### config.mk
export PLATFORM = sky130hd
export DESIGN_NAME = texture_hist_top
export DESIGN_NICKNAME = d
export VERILOG_FILES = /design/src/texture_hist_pkg.sv /design/src/hist_ctrl.sv /design/src/joint_hist.sv /design/src/line_window.sv /design/src/median_code.sv /design/src/raster_counter.sv /design/src/texture_hist_top.sv
export SDC_FILE = /design/constraint.sdc
export NUM_CORES = 2
export LEC_CHECK = 0
export BUFFER_PORTS_ARGS = -buffer_cell sky130_fd_sc_hd__buf_2
export CORE_MARGIN = 2
export CORE_UTILIZATION = 60
export DETAILED_ROUTE_END_ITERATION = 6
export GPL_ROUTABILITY_DRIVEN = 0
export PLACE_DENSITY = 0.76
export SYNTH_ARGS = -nofsm -noshare
export SYNTH_HDL_FRONTEND = slang
export SYNTH_HIERARCHICAL = 1
export SYNTH_SLANG_ARGS = --single-unit
### constraint.sdc
create_clock -name clk -period 30.8 [get_ports clk]
set_input_delay 4.62 -clock clk [delete_from_list [all_inputs] [get_ports clk]]
set_output_delay 4.62 -clock clk [all_outputs]
set_load 0.02 [all_outputs]
### src/texture_hist_pkg.sv
`default_nettype none

package texture_hist_pkg;

  localparam int IMG_COLS = 8;
  localparam int IMG_ROWS = 8;
  localparam int PIX_W    = 8;
  localparam int NUM_BINS = 32;
  localparam int BIN_W    = 5;
  localparam int CNT_W    = 16;
  localparam int COL_W    = 3;
  localparam int ROW_W    = 3;

  // Median-of-nine network of 19 compare-exchange steps.
  // Each step leaves the smaller value at LO and the larger at HI.
  localparam int MED_CAS_N = 19;
  localparam int MED_CAS_LO [MED_CAS_N] = '{1, 4, 7, 0, 3, 6, 1, 4, 7, 0,
                                            5, 4, 3, 1, 2, 4, 4, 6, 4};
  localparam int MED_CAS_HI [MED_CAS_N] = '{2, 5, 8, 1, 4, 7, 2, 5, 8, 3,
                                            8, 7, 6, 4, 5, 7, 2, 4, 2};

  typedef logic [PIX_W-1:0] pix_t;
  typedef logic [BIN_W-1:0] bin_t;
  typedef logic [CNT_W-1:0] count_t;

  typedef enum logic [1:0] {
    ST_IDLE,
    ST_ACCUM,
    ST_READ,
    ST_FINISH
  } ctrl_state_e;

endpackage

`default_nettype wire

### src/hist_ctrl.sv
`timescale 1ns/1ns
`default_nettype none

module hist_ctrl
  import texture_hist_pkg::*;
(
  input  logic   clk,
  input  logic   rst_n,
  input  logic   start_i,
  input  logic   read_en_i,
  input  logic   code_last_i,
  input  count_t rd_count_i,
  output logic   accum_en_o,
  output logic   clear_o,
  output bin_t   rd_bin_o,
  output bin_t   hist_bin_o,
  output count_t hist_o,
  output logic   hist_valid_o,
  output logic   read_finish_o,
  output logic   busy_o
);

  ctrl_state_e state_q;
  bin_t        rd_idx_q;
  logic        rd_done;
  logic        rd_fire;

  assign rd_done = hist_valid_o && (hist_bin_o == BIN_W'(NUM_BINS - 1)); // Last bin shown.
  assign rd_fire = (state_q == ST_READ) && read_en_i && !rd_done;

  always_ff @(posedge clk) begin
    if (!rst_n) begin
      state_q      <= ST_IDLE;
      rd_idx_q     <= '0;
      hist_valid_o <= 1'b0;
    end else begin
      hist_valid_o <= rd_fire;
      case (state_q)
        ST_IDLE: begin
          if (start_i) begin
            state_q <= ST_ACCUM;
          end
        end
        ST_ACCUM: begin
          if (code_last_i) begin
            state_q  <= ST_READ; // Lands with the final increment.
            rd_idx_q <= '0;
          end
        end
        ST_READ: begin
          if (rd_done) begin
            state_q <= ST_FINISH;
          end else if (read_en_i) begin
            rd_idx_q <= rd_idx_q + 1'b1;
          end
        end
        default: begin
          state_q <= ST_IDLE;
        end
      endcase
    end
  end

  always_ff @(posedge clk) begin
    if (rd_fire) begin
      hist_o     <= rd_count_i;
      hist_bin_o <= rd_idx_q;
    end
  end

  assign accum_en_o    = (state_q == ST_ACCUM);
  assign clear_o       = (state_q == ST_IDLE) && start_i;
  assign rd_bin_o      = rd_idx_q;
  assign read_finish_o = (state_q == ST_FINISH);
  assign busy_o        = (state_q != ST_IDLE);

endmodule

`default_nettype wire

### src/joint_hist.sv
`timescale 1ns/1ns
`default_nettype none

module joint_hist
  import texture_hist_pkg::*;
(
  input  logic   clk,
  input  logic   rst_n,
  input  logic   clear_i,
  input  logic   inc_i,
  input  bin_t   inc_bin_i,
  input  bin_t   rd_bin_i,
  output count_t rd_count_o
);

  count_t cnt_q [NUM_BINS];

  // One increment per cycle, so a repeated bin just counts again.
  always_ff @(posedge clk) begin
    if (!rst_n || clear_i) begin
      for (int b = 0; b < NUM_BINS; b++) begin
        cnt_q[b] <= '0;
      end
    end else if (inc_i) begin
      cnt_q[inc_bin_i] <= cnt_q[inc_bin_i] + 1'b1;
    end
  end

  assign rd_count_o = cnt_q[rd_bin_i];

endmodule

`default_nettype wire

### src/line_window.sv
`timescale 1ns/1ns
`default_nettype none

module line_window
  import texture_hist_pkg::*;
(
  input  logic clk,
  input  logic rst_n,
  input  pix_t pix_i,
  input  logic step_i,
  input  logic center_ok_i,
  input  logic last_i,
  output pix_t win_o [9],
  output logic win_valid_o,
  output logic win_last_o
);

  // Line 0 holds the previous row, line 1 the row before it.
  pix_t line_q [2][IMG_COLS];
  pix_t win_q [9];

  always_ff @(posedge clk) begin
    if (step_i) begin
      for (int i = IMG_COLS - 1; i > 0; i--) begin
        line_q[0][i] <= line_q[0][i-1];
        line_q[1][i] <= line_q[1][i-1];
      end
      line_q[0][0] <= pix_i;
      line_q[1][0] <= line_q[0][IMG_COLS-1];
    end
  end

  always_ff @(posedge clk) begin
    if (step_i) begin
      for (int r = 0; r < 3; r++) begin
        win_q[3*r]   <= win_q[3*r+1];
        win_q[3*r+1] <= win_q[3*r+2];
      end
      win_q[2] <= line_q[1][IMG_COLS-1]; // Two rows up.
      win_q[5] <= line_q[0][IMG_COLS-1]; // One row up.
      win_q[8] <= pix_i;
    end
  end

  always_ff @(posedge clk) begin
    if (!rst_n) begin
      win_valid_o <= 1'b0;
      win_last_o  <= 1'b0;
    end else begin
      win_valid_o <= step_i && center_ok_i;
      win_last_o  <= step_i && last_i;
    end
  end

  assign win_o = win_q;

endmodule

`default_nettype wire

### src/median_code.sv
`timescale 1ns/1ns
`default_nettype none

module median_code
  import texture_hist_pkg::*;
(
  input  logic clk,
  input  logic rst_n,
  input  pix_t win_i [9],
  input  logic win_valid_i,
  input  logic win_last_i,
  output bin_t code_bin_o,
  output logic code_valid_o,
  output logic code_last_o
);

  pix_t       median;
  logic       ci;
  logic [3:0] ni;

  always_comb begin
    pix_t srt [9];
    pix_t lo_v;
    pix_t hi_v;
    srt = win_i;
    for (int k = 0; k < MED_CAS_N; k++) begin
      lo_v = srt[MED_CAS_LO[k]];
      hi_v = srt[MED_CAS_HI[k]];
      if (lo_v > hi_v) begin
        srt[MED_CAS_LO[k]] = hi_v;
        srt[MED_CAS_HI[k]] = lo_v;
      end
    end
    median = srt[4];
  end

  assign ci = (win_i[4] >= median);
  assign ni = {win_i[1] >= median,  // North.
               win_i[5] >= median,  // East.
               win_i[7] >= median,  // South.
               win_i[3] >= median}; // West.

  always_ff @(posedge clk) begin
    code_bin_o <= {ci, ni};
  end

  always_ff @(posedge clk) begin
    if (!rst_n) begin
      code_valid_o <= 1'b0;
      code_last_o  <= 1'b0;
    end else begin
      code_valid_o <= win_valid_i;
      code_last_o  <= win_last_i;
    end
  end

endmodule

`default_nettype wire

### src/raster_counter.sv
`timescale 1ns/1ns
`default_nettype none

module raster_counter
  import texture_hist_pkg::*;
(
  input  logic clk,
  input  logic rst_n,
  input  logic clear_i,
  input  logic step_i,
  output logic center_ok_o,
  output logic frame_last_o
);

  logic [COL_W-1:0] col_q;
  logic [ROW_W-1:0] row_q;
  logic             col_end;
  logic             row_end;

  assign col_end = (col_q == COL_W'(IMG_COLS - 1));
  assign row_end = (row_q == ROW_W'(IMG_ROWS - 1));

  always_ff @(posedge clk) begin
    if (!rst_n || clear_i) begin
      col_q <= '0;
      row_q <= '0;
    end else if (step_i) begin
      if (col_end) begin
        col_q <= '0;
        row_q <= row_end ? '0 : row_q + 1'b1; // Wrap at end of frame.
      end else begin
        col_q <= col_q + 1'b1;
      end
    end
  end

  // Window centered one row and one column back is fully inside.
  assign center_ok_o  = (row_q >= ROW_W'(2)) && (col_q >= COL_W'(2));
  assign frame_last_o = row_end && col_end;

endmodule

`default_nettype wire

### src/texture_hist_top.sv
`timescale 1ns/1ns
`default_nettype none

module texture_hist_top
  import texture_hist_pkg::*;
(
  input  logic   clk,
  input  logic   rst_n,
  input  logic   start_i,
  input  logic   pix_valid_i,
  input  logic   read_en_i,
  input  pix_t   pix_i,
  output count_t hist_o,
  output bin_t   hist_bin_o,
  output logic   hist_valid_o,
  output logic   read_finish_o,
  output logic   busy_o
);

  logic   accum_en;
  logic   clear;
  logic   step;
  logic   center_ok;
  logic   frame_last;
  pix_t   win [9];
  logic   win_valid;
  logic   win_last;
  bin_t   code_bin;
  logic   code_valid;
  logic   code_last;
  bin_t   rd_bin;
  count_t rd_count;

  assign step = pix_valid_i && accum_en; // Pixels outside accumulate are dropped.

  raster_counter u_raster_counter (
    .clk          (clk),
    .rst_n        (rst_n),
    .clear_i      (clear),
    .step_i       (step),
    .center_ok_o  (center_ok),
    .frame_last_o (frame_last)
  );

  line_window u_line_window (
    .clk         (clk),
    .rst_n       (rst_n),
    .pix_i       (pix_i),
    .step_i      (step),
    .center_ok_i (center_ok),
    .last_i      (frame_last),
    .win_o       (win),
    .win_valid_o (win_valid),
    .win_last_o  (win_last)
  );

  median_code u_median_code (
    .clk          (clk),
    .rst_n        (rst_n),
    .win_i        (win),
    .win_valid_i  (win_valid),
    .win_last_i   (win_last),
    .code_bin_o   (code_bin),
    .code_valid_o (code_valid),
    .code_last_o  (code_last)
  );

  joint_hist u_joint_hist (
    .clk        (clk),
    .rst_n      (rst_n),
    .clear_i    (clear),
    .inc_i      (code_valid),
    .inc_bin_i  (code_bin),
    .rd_bin_i   (rd_bin),
    .rd_count_o (rd_count)
  );

  hist_ctrl u_hist_ctrl (
    .clk           (clk),
    .rst_n         (rst_n),
    .start_i       (start_i),
    .read_en_i     (read_en_i),
    .code_last_i   (code_last),
    .rd_count_i    (rd_count),
    .accum_en_o    (accum_en),
    .clear_o       (clear),
    .rd_bin_o      (rd_bin),
    .hist_bin_o    (hist_bin_o),
    .hist_o        (hist_o),
    .hist_valid_o  (hist_valid_o),
    .read_finish_o (read_finish_o),
    .busy_o        (busy_o)
  );

endmodule

`default_nettype wire
# Word-level counts from Yosys, hierarchy flattened
# Memory sizes are Yosys's and may differ from the RTL's. A register that Yosys moved wholly into a read port is not among the register bits.
# Index checks and enable logic that the tools add are counted.
# classes
addsub	4
order_cmp	26
n_eq_ne	11
muxes	41
n_reduce_logical	19
# ops
op	n
16-bit 2-to-1 mux	10
8-bit > comparator	19
8-bit 2-to-1 mux	12
8-bit >= comparator	5
5-bit 2-to-1 mux	4
16-bit by 1-bit adder with 16-bit output, second input constant	1
16-bit OR reduction	1
5-bit one-hot mux with 2 select lines	1
1-bit logical AND	9
1-bit 2-to-1 mux	8
3-bit by 1-bit adder with 3-bit output, second input constant	2
3-bit equality test, second input constant	2
3-bit by 2-bit >= comparator with 1-bit output, second input constant	2
2-bit 2-to-1 mux	3
3-bit 2-to-1 mux	2
2-bit != test, second input constant	3
2-bit one-hot mux with 3 select lines	1
5-bit by 1-bit adder with 5-bit output, second input constant	1
5-bit equality test, second input constant	1
2-bit equality test, second input constant	2
2-bit by 1-bit != test with 1-bit output, second input constant	2
4-bit AND reduction	1
2-bit nonzero test	2
3-bit AND reduction	1
other kinds (5)	6
# word_totals
register_bits	100
mem_bits_rw	640
input_bits	13
n_memories	2
# mem_list
memory	depth	word_bits	rd	rd_ports_with_merged_regs	write_ports	line	rtl
u_joint_hist.cnt_q	32	16	2	2	32	joint_hist.sv:16	count_t cnt_q [NUM_BINS];
u_line_window.line_q	2	64	2	0	2	line_window.sv:19	pix_t line_q [2][IMG_COLS];

# Longest topological paths before layout
# depth
ltp_word	19
ltp_mapped	104

# Cells and area by module
# Netlist, hierarchy kept.
# modules_own_cells
mod	instances	cells_each	area_per_inst_um2
joint_hist	1	1938	26372.8
median_code	1	1062	7661.1
line_window	1	204	4977.3
hist_ctrl	1	88	1177.4
raster_counter	1	33	349.1
texture_hist_top	1	1	6.3

# Worst setup path before layout
# No wires, ideal clock.
# synth_timing
path_kind	flip-flop to flip-flop
from	register u_line_window.win_q (netlist bit u_line_window/win_o[25]) (read register of u_line_window.line_q)
to	register u_median_code.code_bin_o[2]
arrival_time_ns	18.194
required_ns	30.669
path_slack_ns	12.475
stages_incl_launch_ff	100
period_less_slack_ns	18.325
cell_sequence	edfxtp_1 > buf_4 > inv_1 > ha_1 > nor2b_1 > o211ai_2 > a21oi_1 > o21ai_1 > clkbuf_1 > clkbuf_1 > nand2_1 > o21ai_0 > inv_1 > ha_1 > a211o_1 > a21oi_4 > a31oi_2 > nor4_2 > [... 64 more ...] > clkbuf_1 > nor3_1 > nor2_1 > ha_1 > o21a_1 > o21ai_0 > nand2b_1 > a21oi_1 > nor2_1 > a211oi_1 > a21oi_1 > clkbuf_1 > o21ai_0 > ha_1 > a21o_1 > a211o_1 > a2111oi_2 > a211oi_1
# synth_via
elab_chain_cells	19
elab_cells_between_ends	29
# synth_lines
element	line	rtl
start, declared	line_window.sv:20	pix_t win_q [9];
8-bit > comparator	median_code.sv:29	if (lo_v > hi_v) begin
16-bit 2-to-1 mux	median_code.sv:29	
8-bit > comparator	median_code.sv:29	
16-bit 2-to-1 mux	median_code.sv:29	
8-bit > comparator	median_code.sv:29	
16-bit 2-to-1 mux	median_code.sv:29	
8-bit > comparator	median_code.sv:29	
8-bit 2-to-1 mux	median_code.sv:29	
[... 4 more ...]	n/a	
8-bit > comparator	median_code.sv:29	
8-bit 2-to-1 mux	median_code.sv:29	
8-bit > comparator	median_code.sv:29	
8-bit 2-to-1 mux	median_code.sv:29	
8-bit > comparator	median_code.sv:29	
8-bit 2-to-1 mux	median_code.sv:29	
8-bit >= comparator *	median_code.sv:39	win_i[5] >= median,
named net u_median_code.ni[2]	median_code.sv:19	logic [3:0] ni;
end signal, assigned	median_code.sv:44	code_bin_o <= {ci, ni};
end, declared	median_code.sv:12	output bin_t code_bin_o,
# Mark *: on every way through the listed nets, which the timed path passes. The rest lies on a longest branch.
# A chain may end at the register's enable or synchronous reset.

# Worst setup path after layout
# layout_timing
from	register u_line_window.win_q (netlist bit u_line_window/win_o[1])
to	register u_median_code.code_bin_o[2]
# layout_via
elab_chain_cells	19
elab_cells_between_ends	27
# layout_lines
element	line	rtl
start signal, assigned by index	line_window.sv:36	win_q[3*r] <= win_q[3*r+1];
start signal, assigned by index	line_window.sv:37	win_q[3*r+1] <= win_q[3*r+2];
8-bit > comparator	median_code.sv:29	
16-bit 2-to-1 mux *	median_code.sv:29	
8-bit > comparator	median_code.sv:29	
16-bit 2-to-1 mux	median_code.sv:29	
8-bit > comparator	median_code.sv:29	
16-bit 2-to-1 mux	median_code.sv:29	
8-bit > comparator	median_code.sv:29	
8-bit 2-to-1 mux	median_code.sv:29	
[... 4 more ...]	n/a	
8-bit > comparator	median_code.sv:29	
8-bit 2-to-1 mux	median_code.sv:29	
8-bit > comparator	median_code.sv:29	
8-bit 2-to-1 mux	median_code.sv:29	
8-bit > comparator	median_code.sv:29	
8-bit 2-to-1 mux *	median_code.sv:29	
8-bit >= comparator *	median_code.sv:39	
named net u_median_code.ni[2]	median_code.sv:19	
# Marked as above.

==> metrics.log <==
[metrics] run status: completed
[metrics] vias in the first global route: ~28,000
[metrics] clock tree skew after final layout: 0.0523 ns
[metrics] asr flop ratio synth: 0%
[metrics] number of routed nets with antenna violations: 0
[metrics] initial detailed-routing violation count: around 4,200
[metrics] # Max-Cap Violations: 0
[metrics] Die X-Extent: roughly 260 um
[metrics] Finish-stage setup viols: 0
[metrics] Initial DRT Pass Iterations: 6
[metrics] final number of max-transition violations: 0
[metrics] fin crit share: about 70%
[metrics] overall die height: between 200 and 300 um
[metrics] clock buffer count from CTS: 75
[metrics] Sum Neg Setup Slack: 0 ns
[metrics] slew at the pin with the worst max-slew slack: around 1.3 ns
[metrics] largest net degree at the start of global routing: about 110
[metrics] Post-synth EDFFs: slightly below 700
[metrics] final period demand of the worst path: 21.51 ns
[metrics] critical-path maximum fanout: 31
[metrics] Fmax achieved: 46.5 MHz
[metrics] Synthesized Nets: between 3,000 and 4,000
[metrics] number of buffers inserted to repair setup after CTS: 0
[metrics] share of the yosys chip area belonging to registers: 51.9%
[metrics] slowest stage cell on the critical path: sky130_fd_sc_hd__a21oi_1
[metrics] Worst EP required: approximately 31 ns
[metrics] drt via density: between 6 and 7
[metrics] worst min-delay path category: flop to flop
[metrics] Die Area: approximately 0.070 mm2
[metrics] largest stage delay on the critical path: roughly 0.8 ns
[metrics] residual DRC count: 0
[metrics] hold buffer count at CTS: 0
[metrics] Via Count: between 20,000 and 30,000
[metrics] max-slew headroom at the worst pin: about 10%
[metrics] post-cts gate resize count: 0
[metrics] per-instance average area after synthesis: approximately 12 um2
[metrics] placeable core region: approximately 0.067 mm2
[metrics] DRT Wirelength: between 100,000 and 150,000 um
[metrics] HPWL after detailed placement: between 80,000 and 90,000 um
[metrics] capturing element type of the critical path: flop
[metrics] final global-route overflow total: 0
[metrics] clock latency at the later pin of the worst-skew pair: around 0.64 ns
[metrics] final hold violations: 0
[metrics] kind of critical path: flop to flop
[metrics] Top FF cell, synth: sky130_fd_sc_hd__edfxtp_1
[metrics] R2R setup slack: a little over 9 ns
[metrics] Worst setup SP type: flop
[metrics] Top-Level Pins: 37
[metrics] area of the mapped netlist: a little over 0.04 mm2
[metrics] final layout net count: approximately 3,400
[metrics] number of antenna violations at the first check in global routing: 1
[metrics] critical path arrival: between 20 and 25 ns
[metrics] initial standard-cell utilization of the core: 60.5%
[metrics] number of cells produced by synthesis: ~3,300
[metrics] clk root buf: sky130_fd_sc_hd__clkbuf_16
[metrics] detailed-route wire length per cell: between 20 and 30 um
[metrics] fraction of final layout cells sized beyond drive strength 1: 14.4%
[metrics] H-Tree Level Count: 3
[metrics] CTS tree: done
[metrics] count of port buffers added during placement: 36
[metrics] GRT Resource Usage Total: approximately a third
[metrics] setup repair after global routing missed its margin: false
[metrics] area added between synthesis and finish: 7.39%
[metrics] total of warnings raised by yosys: 6
[metrics] clock slew at the register clock pins of the worst setup and hold paths: 0.06 ns
[metrics] num rows: between 90 and 100
[metrics] most common library cell in the layout ignoring fill and taps: sky130_fd_sc_hd__edfxtp_1
[metrics] clock sink total: slightly above 700
[metrics] post-synth cell types: 93
[metrics] first-pass GRT wire length: ~170,000 um
[metrics] number of synthesized register bits: approximately 710
[metrics] commonest non-fill, non-tap cells in the layout: sky130_fd_sc_hd__edfxtp_1, sky130_fd_sc_hd__nor2_1, sky130_fd_sc_hd__mux2i_1, sky130_fd_sc_hd__ha_1
[metrics] Max Buffers Root-to-Sink: 3
==> synth_stat cells, types with 23 or more instances <==
cell	n	area share (%)
sky130_fd_sc_hd__buf_4	58	1.1
sky130_fd_sc_hd__a21o_1	37	0.69
sky130_fd_sc_hd__ha_1	189	5.8
sky130_fd_sc_hd__o21a_1	34	0.63
sky130_fd_sc_hd__nand2_1	168	1.6
sky130_fd_sc_hd__o22ai_1	128	2.0
sky130_fd_sc_hd__mux2i_1	338	8.3
sky130_fd_sc_hd__inv_1	114	1.1
sky130_fd_sc_hd__edfxtp_1	685	51
sky130_fd_sc_hd__dfxtp_1	23	1.1
sky130_fd_sc_hd__o21ai_0	85	1.0
sky130_fd_sc_hd__nor2_1	603	5.6
sky130_fd_sc_hd__a21oi_1	102	1.3
sky130_fd_sc_hd__mux2_2	41	1.1
sky130_fd_sc_hd__clkbuf_1	123	1.1
sky130_fd_sc_hd__mux4_2	168	9.3
sky130_fd_sc_hd__nor4_1	30	0.46
sky130_fd_sc_hd__nand3_1	46	0.57
sky130_fd_sc_hd__buf_2	59	0.73
==> cell families after synthesis <==
group                    share of synthesized area [%]
adder cells (fa/ha/maj)                           6.01
AND/OR/NAND/NOR                                   11.0
multiplexers                                      18.9
AO/OA/AOI/OAI                                     7.54
XOR/XNOR                                         0.321
buffers and inverters                             4.37
flip-flops                                        51.9
==> through the flow <==
| stage | hold WS (ns) | instances | setup slack, ns | util [%] | instance area [um2] |
|---|---|---|---|---|---|
| after floorplan | 0.400 | 3326 | 12.48 | - | 40500 |
| after global placement | 0.401 | 4013 | 11.33 | 61.2 | 41000 |
| after detailed placement | 0.405 | 4013 | 10.24 | 61.2 | 41000 |
| after CTS | 0.418 | 4148 | 10.11 | 64.9 | 43500 |
| after global routing | 0.423 | 4148 | 7.93 | 64.9 | 43500 |
| final | 0.417 | 4150 | 9.29 | 64.9 | 43500 |
==> critical path: cells and delay by family (launching register included) <==
family          cells  cell delay (ns)
compound gates     39            10.33
fa+ha+maj          13             3.84
simple gates       19             3.73
mux                 5             2.25
buf+inv             6             0.81
flops               1             0.42
==> routing by layer <==
layer	global-route usage, %	routed length (um)
met1	45.1	43400
met2	50.5	52200
met3	12.3	17900
met4	10.5	3880
met5	0	13
==> final cells by class <==
cell class / count / area, um2
Fill cell: 4813 / 23500
Timing Repair Buffer: 82 / 538
Multi-Input combinational cell: 2236 / 17900
Antenna cell: 2 / 5.00
Clock inverter: 38 / 463
Tap cell: 873 / 1090
Inverter: 114 / 428
Clock buffer: 97 / 2070
Sequential cell: 708 / 21000
==> flip-flops by register name, summed over array words and instances, names as in the netlist <==
| register | flops |
|---|---|
| u_hist_ctrl/hist_bin_o | 5 |
| u_hist_ctrl/hist_o | 16 |
| u_hist_ctrl/hist_valid_o | 1 |
| u_hist_ctrl/rd_bin_o | 5 |
| u_hist_ctrl/state_q | 2 |
| u_joint_hist/cnt_q | 512 |
| u_line_window/line_q | 98 |
| u_line_window/win_last_o | 1 |
| u_line_window/win_o | 54 |
| u_line_window/win_valid_o | 1 |
| u_median_code/code_bin_o | 5 |
| u_median_code/code_last_o | 1 |
| u_median_code/code_valid_o | 1 |
| u_raster_counter/col_q | 3 |
| u_raster_counter/row_q | 3 |
==> path summary, 6_finish.rpt <==
path                          startpoint                     endpoint  cells after the start
max reg2reg       u_line_window/win_o[1]  u_median_code/code_bin_o[2]                     82
min reg2reg  u_line_window/line_q[0][26]  u_line_window/line_q[0][18]                      0
max               u_line_window/win_o[1]  u_median_code/code_bin_o[2]                     82
min          u_line_window/line_q[0][26]  u_line_window/line_q[0][18]                      0
Power is not shown: default switching activity piles up to over one toggle a cycle in this logic, so the estimate is an artifact.
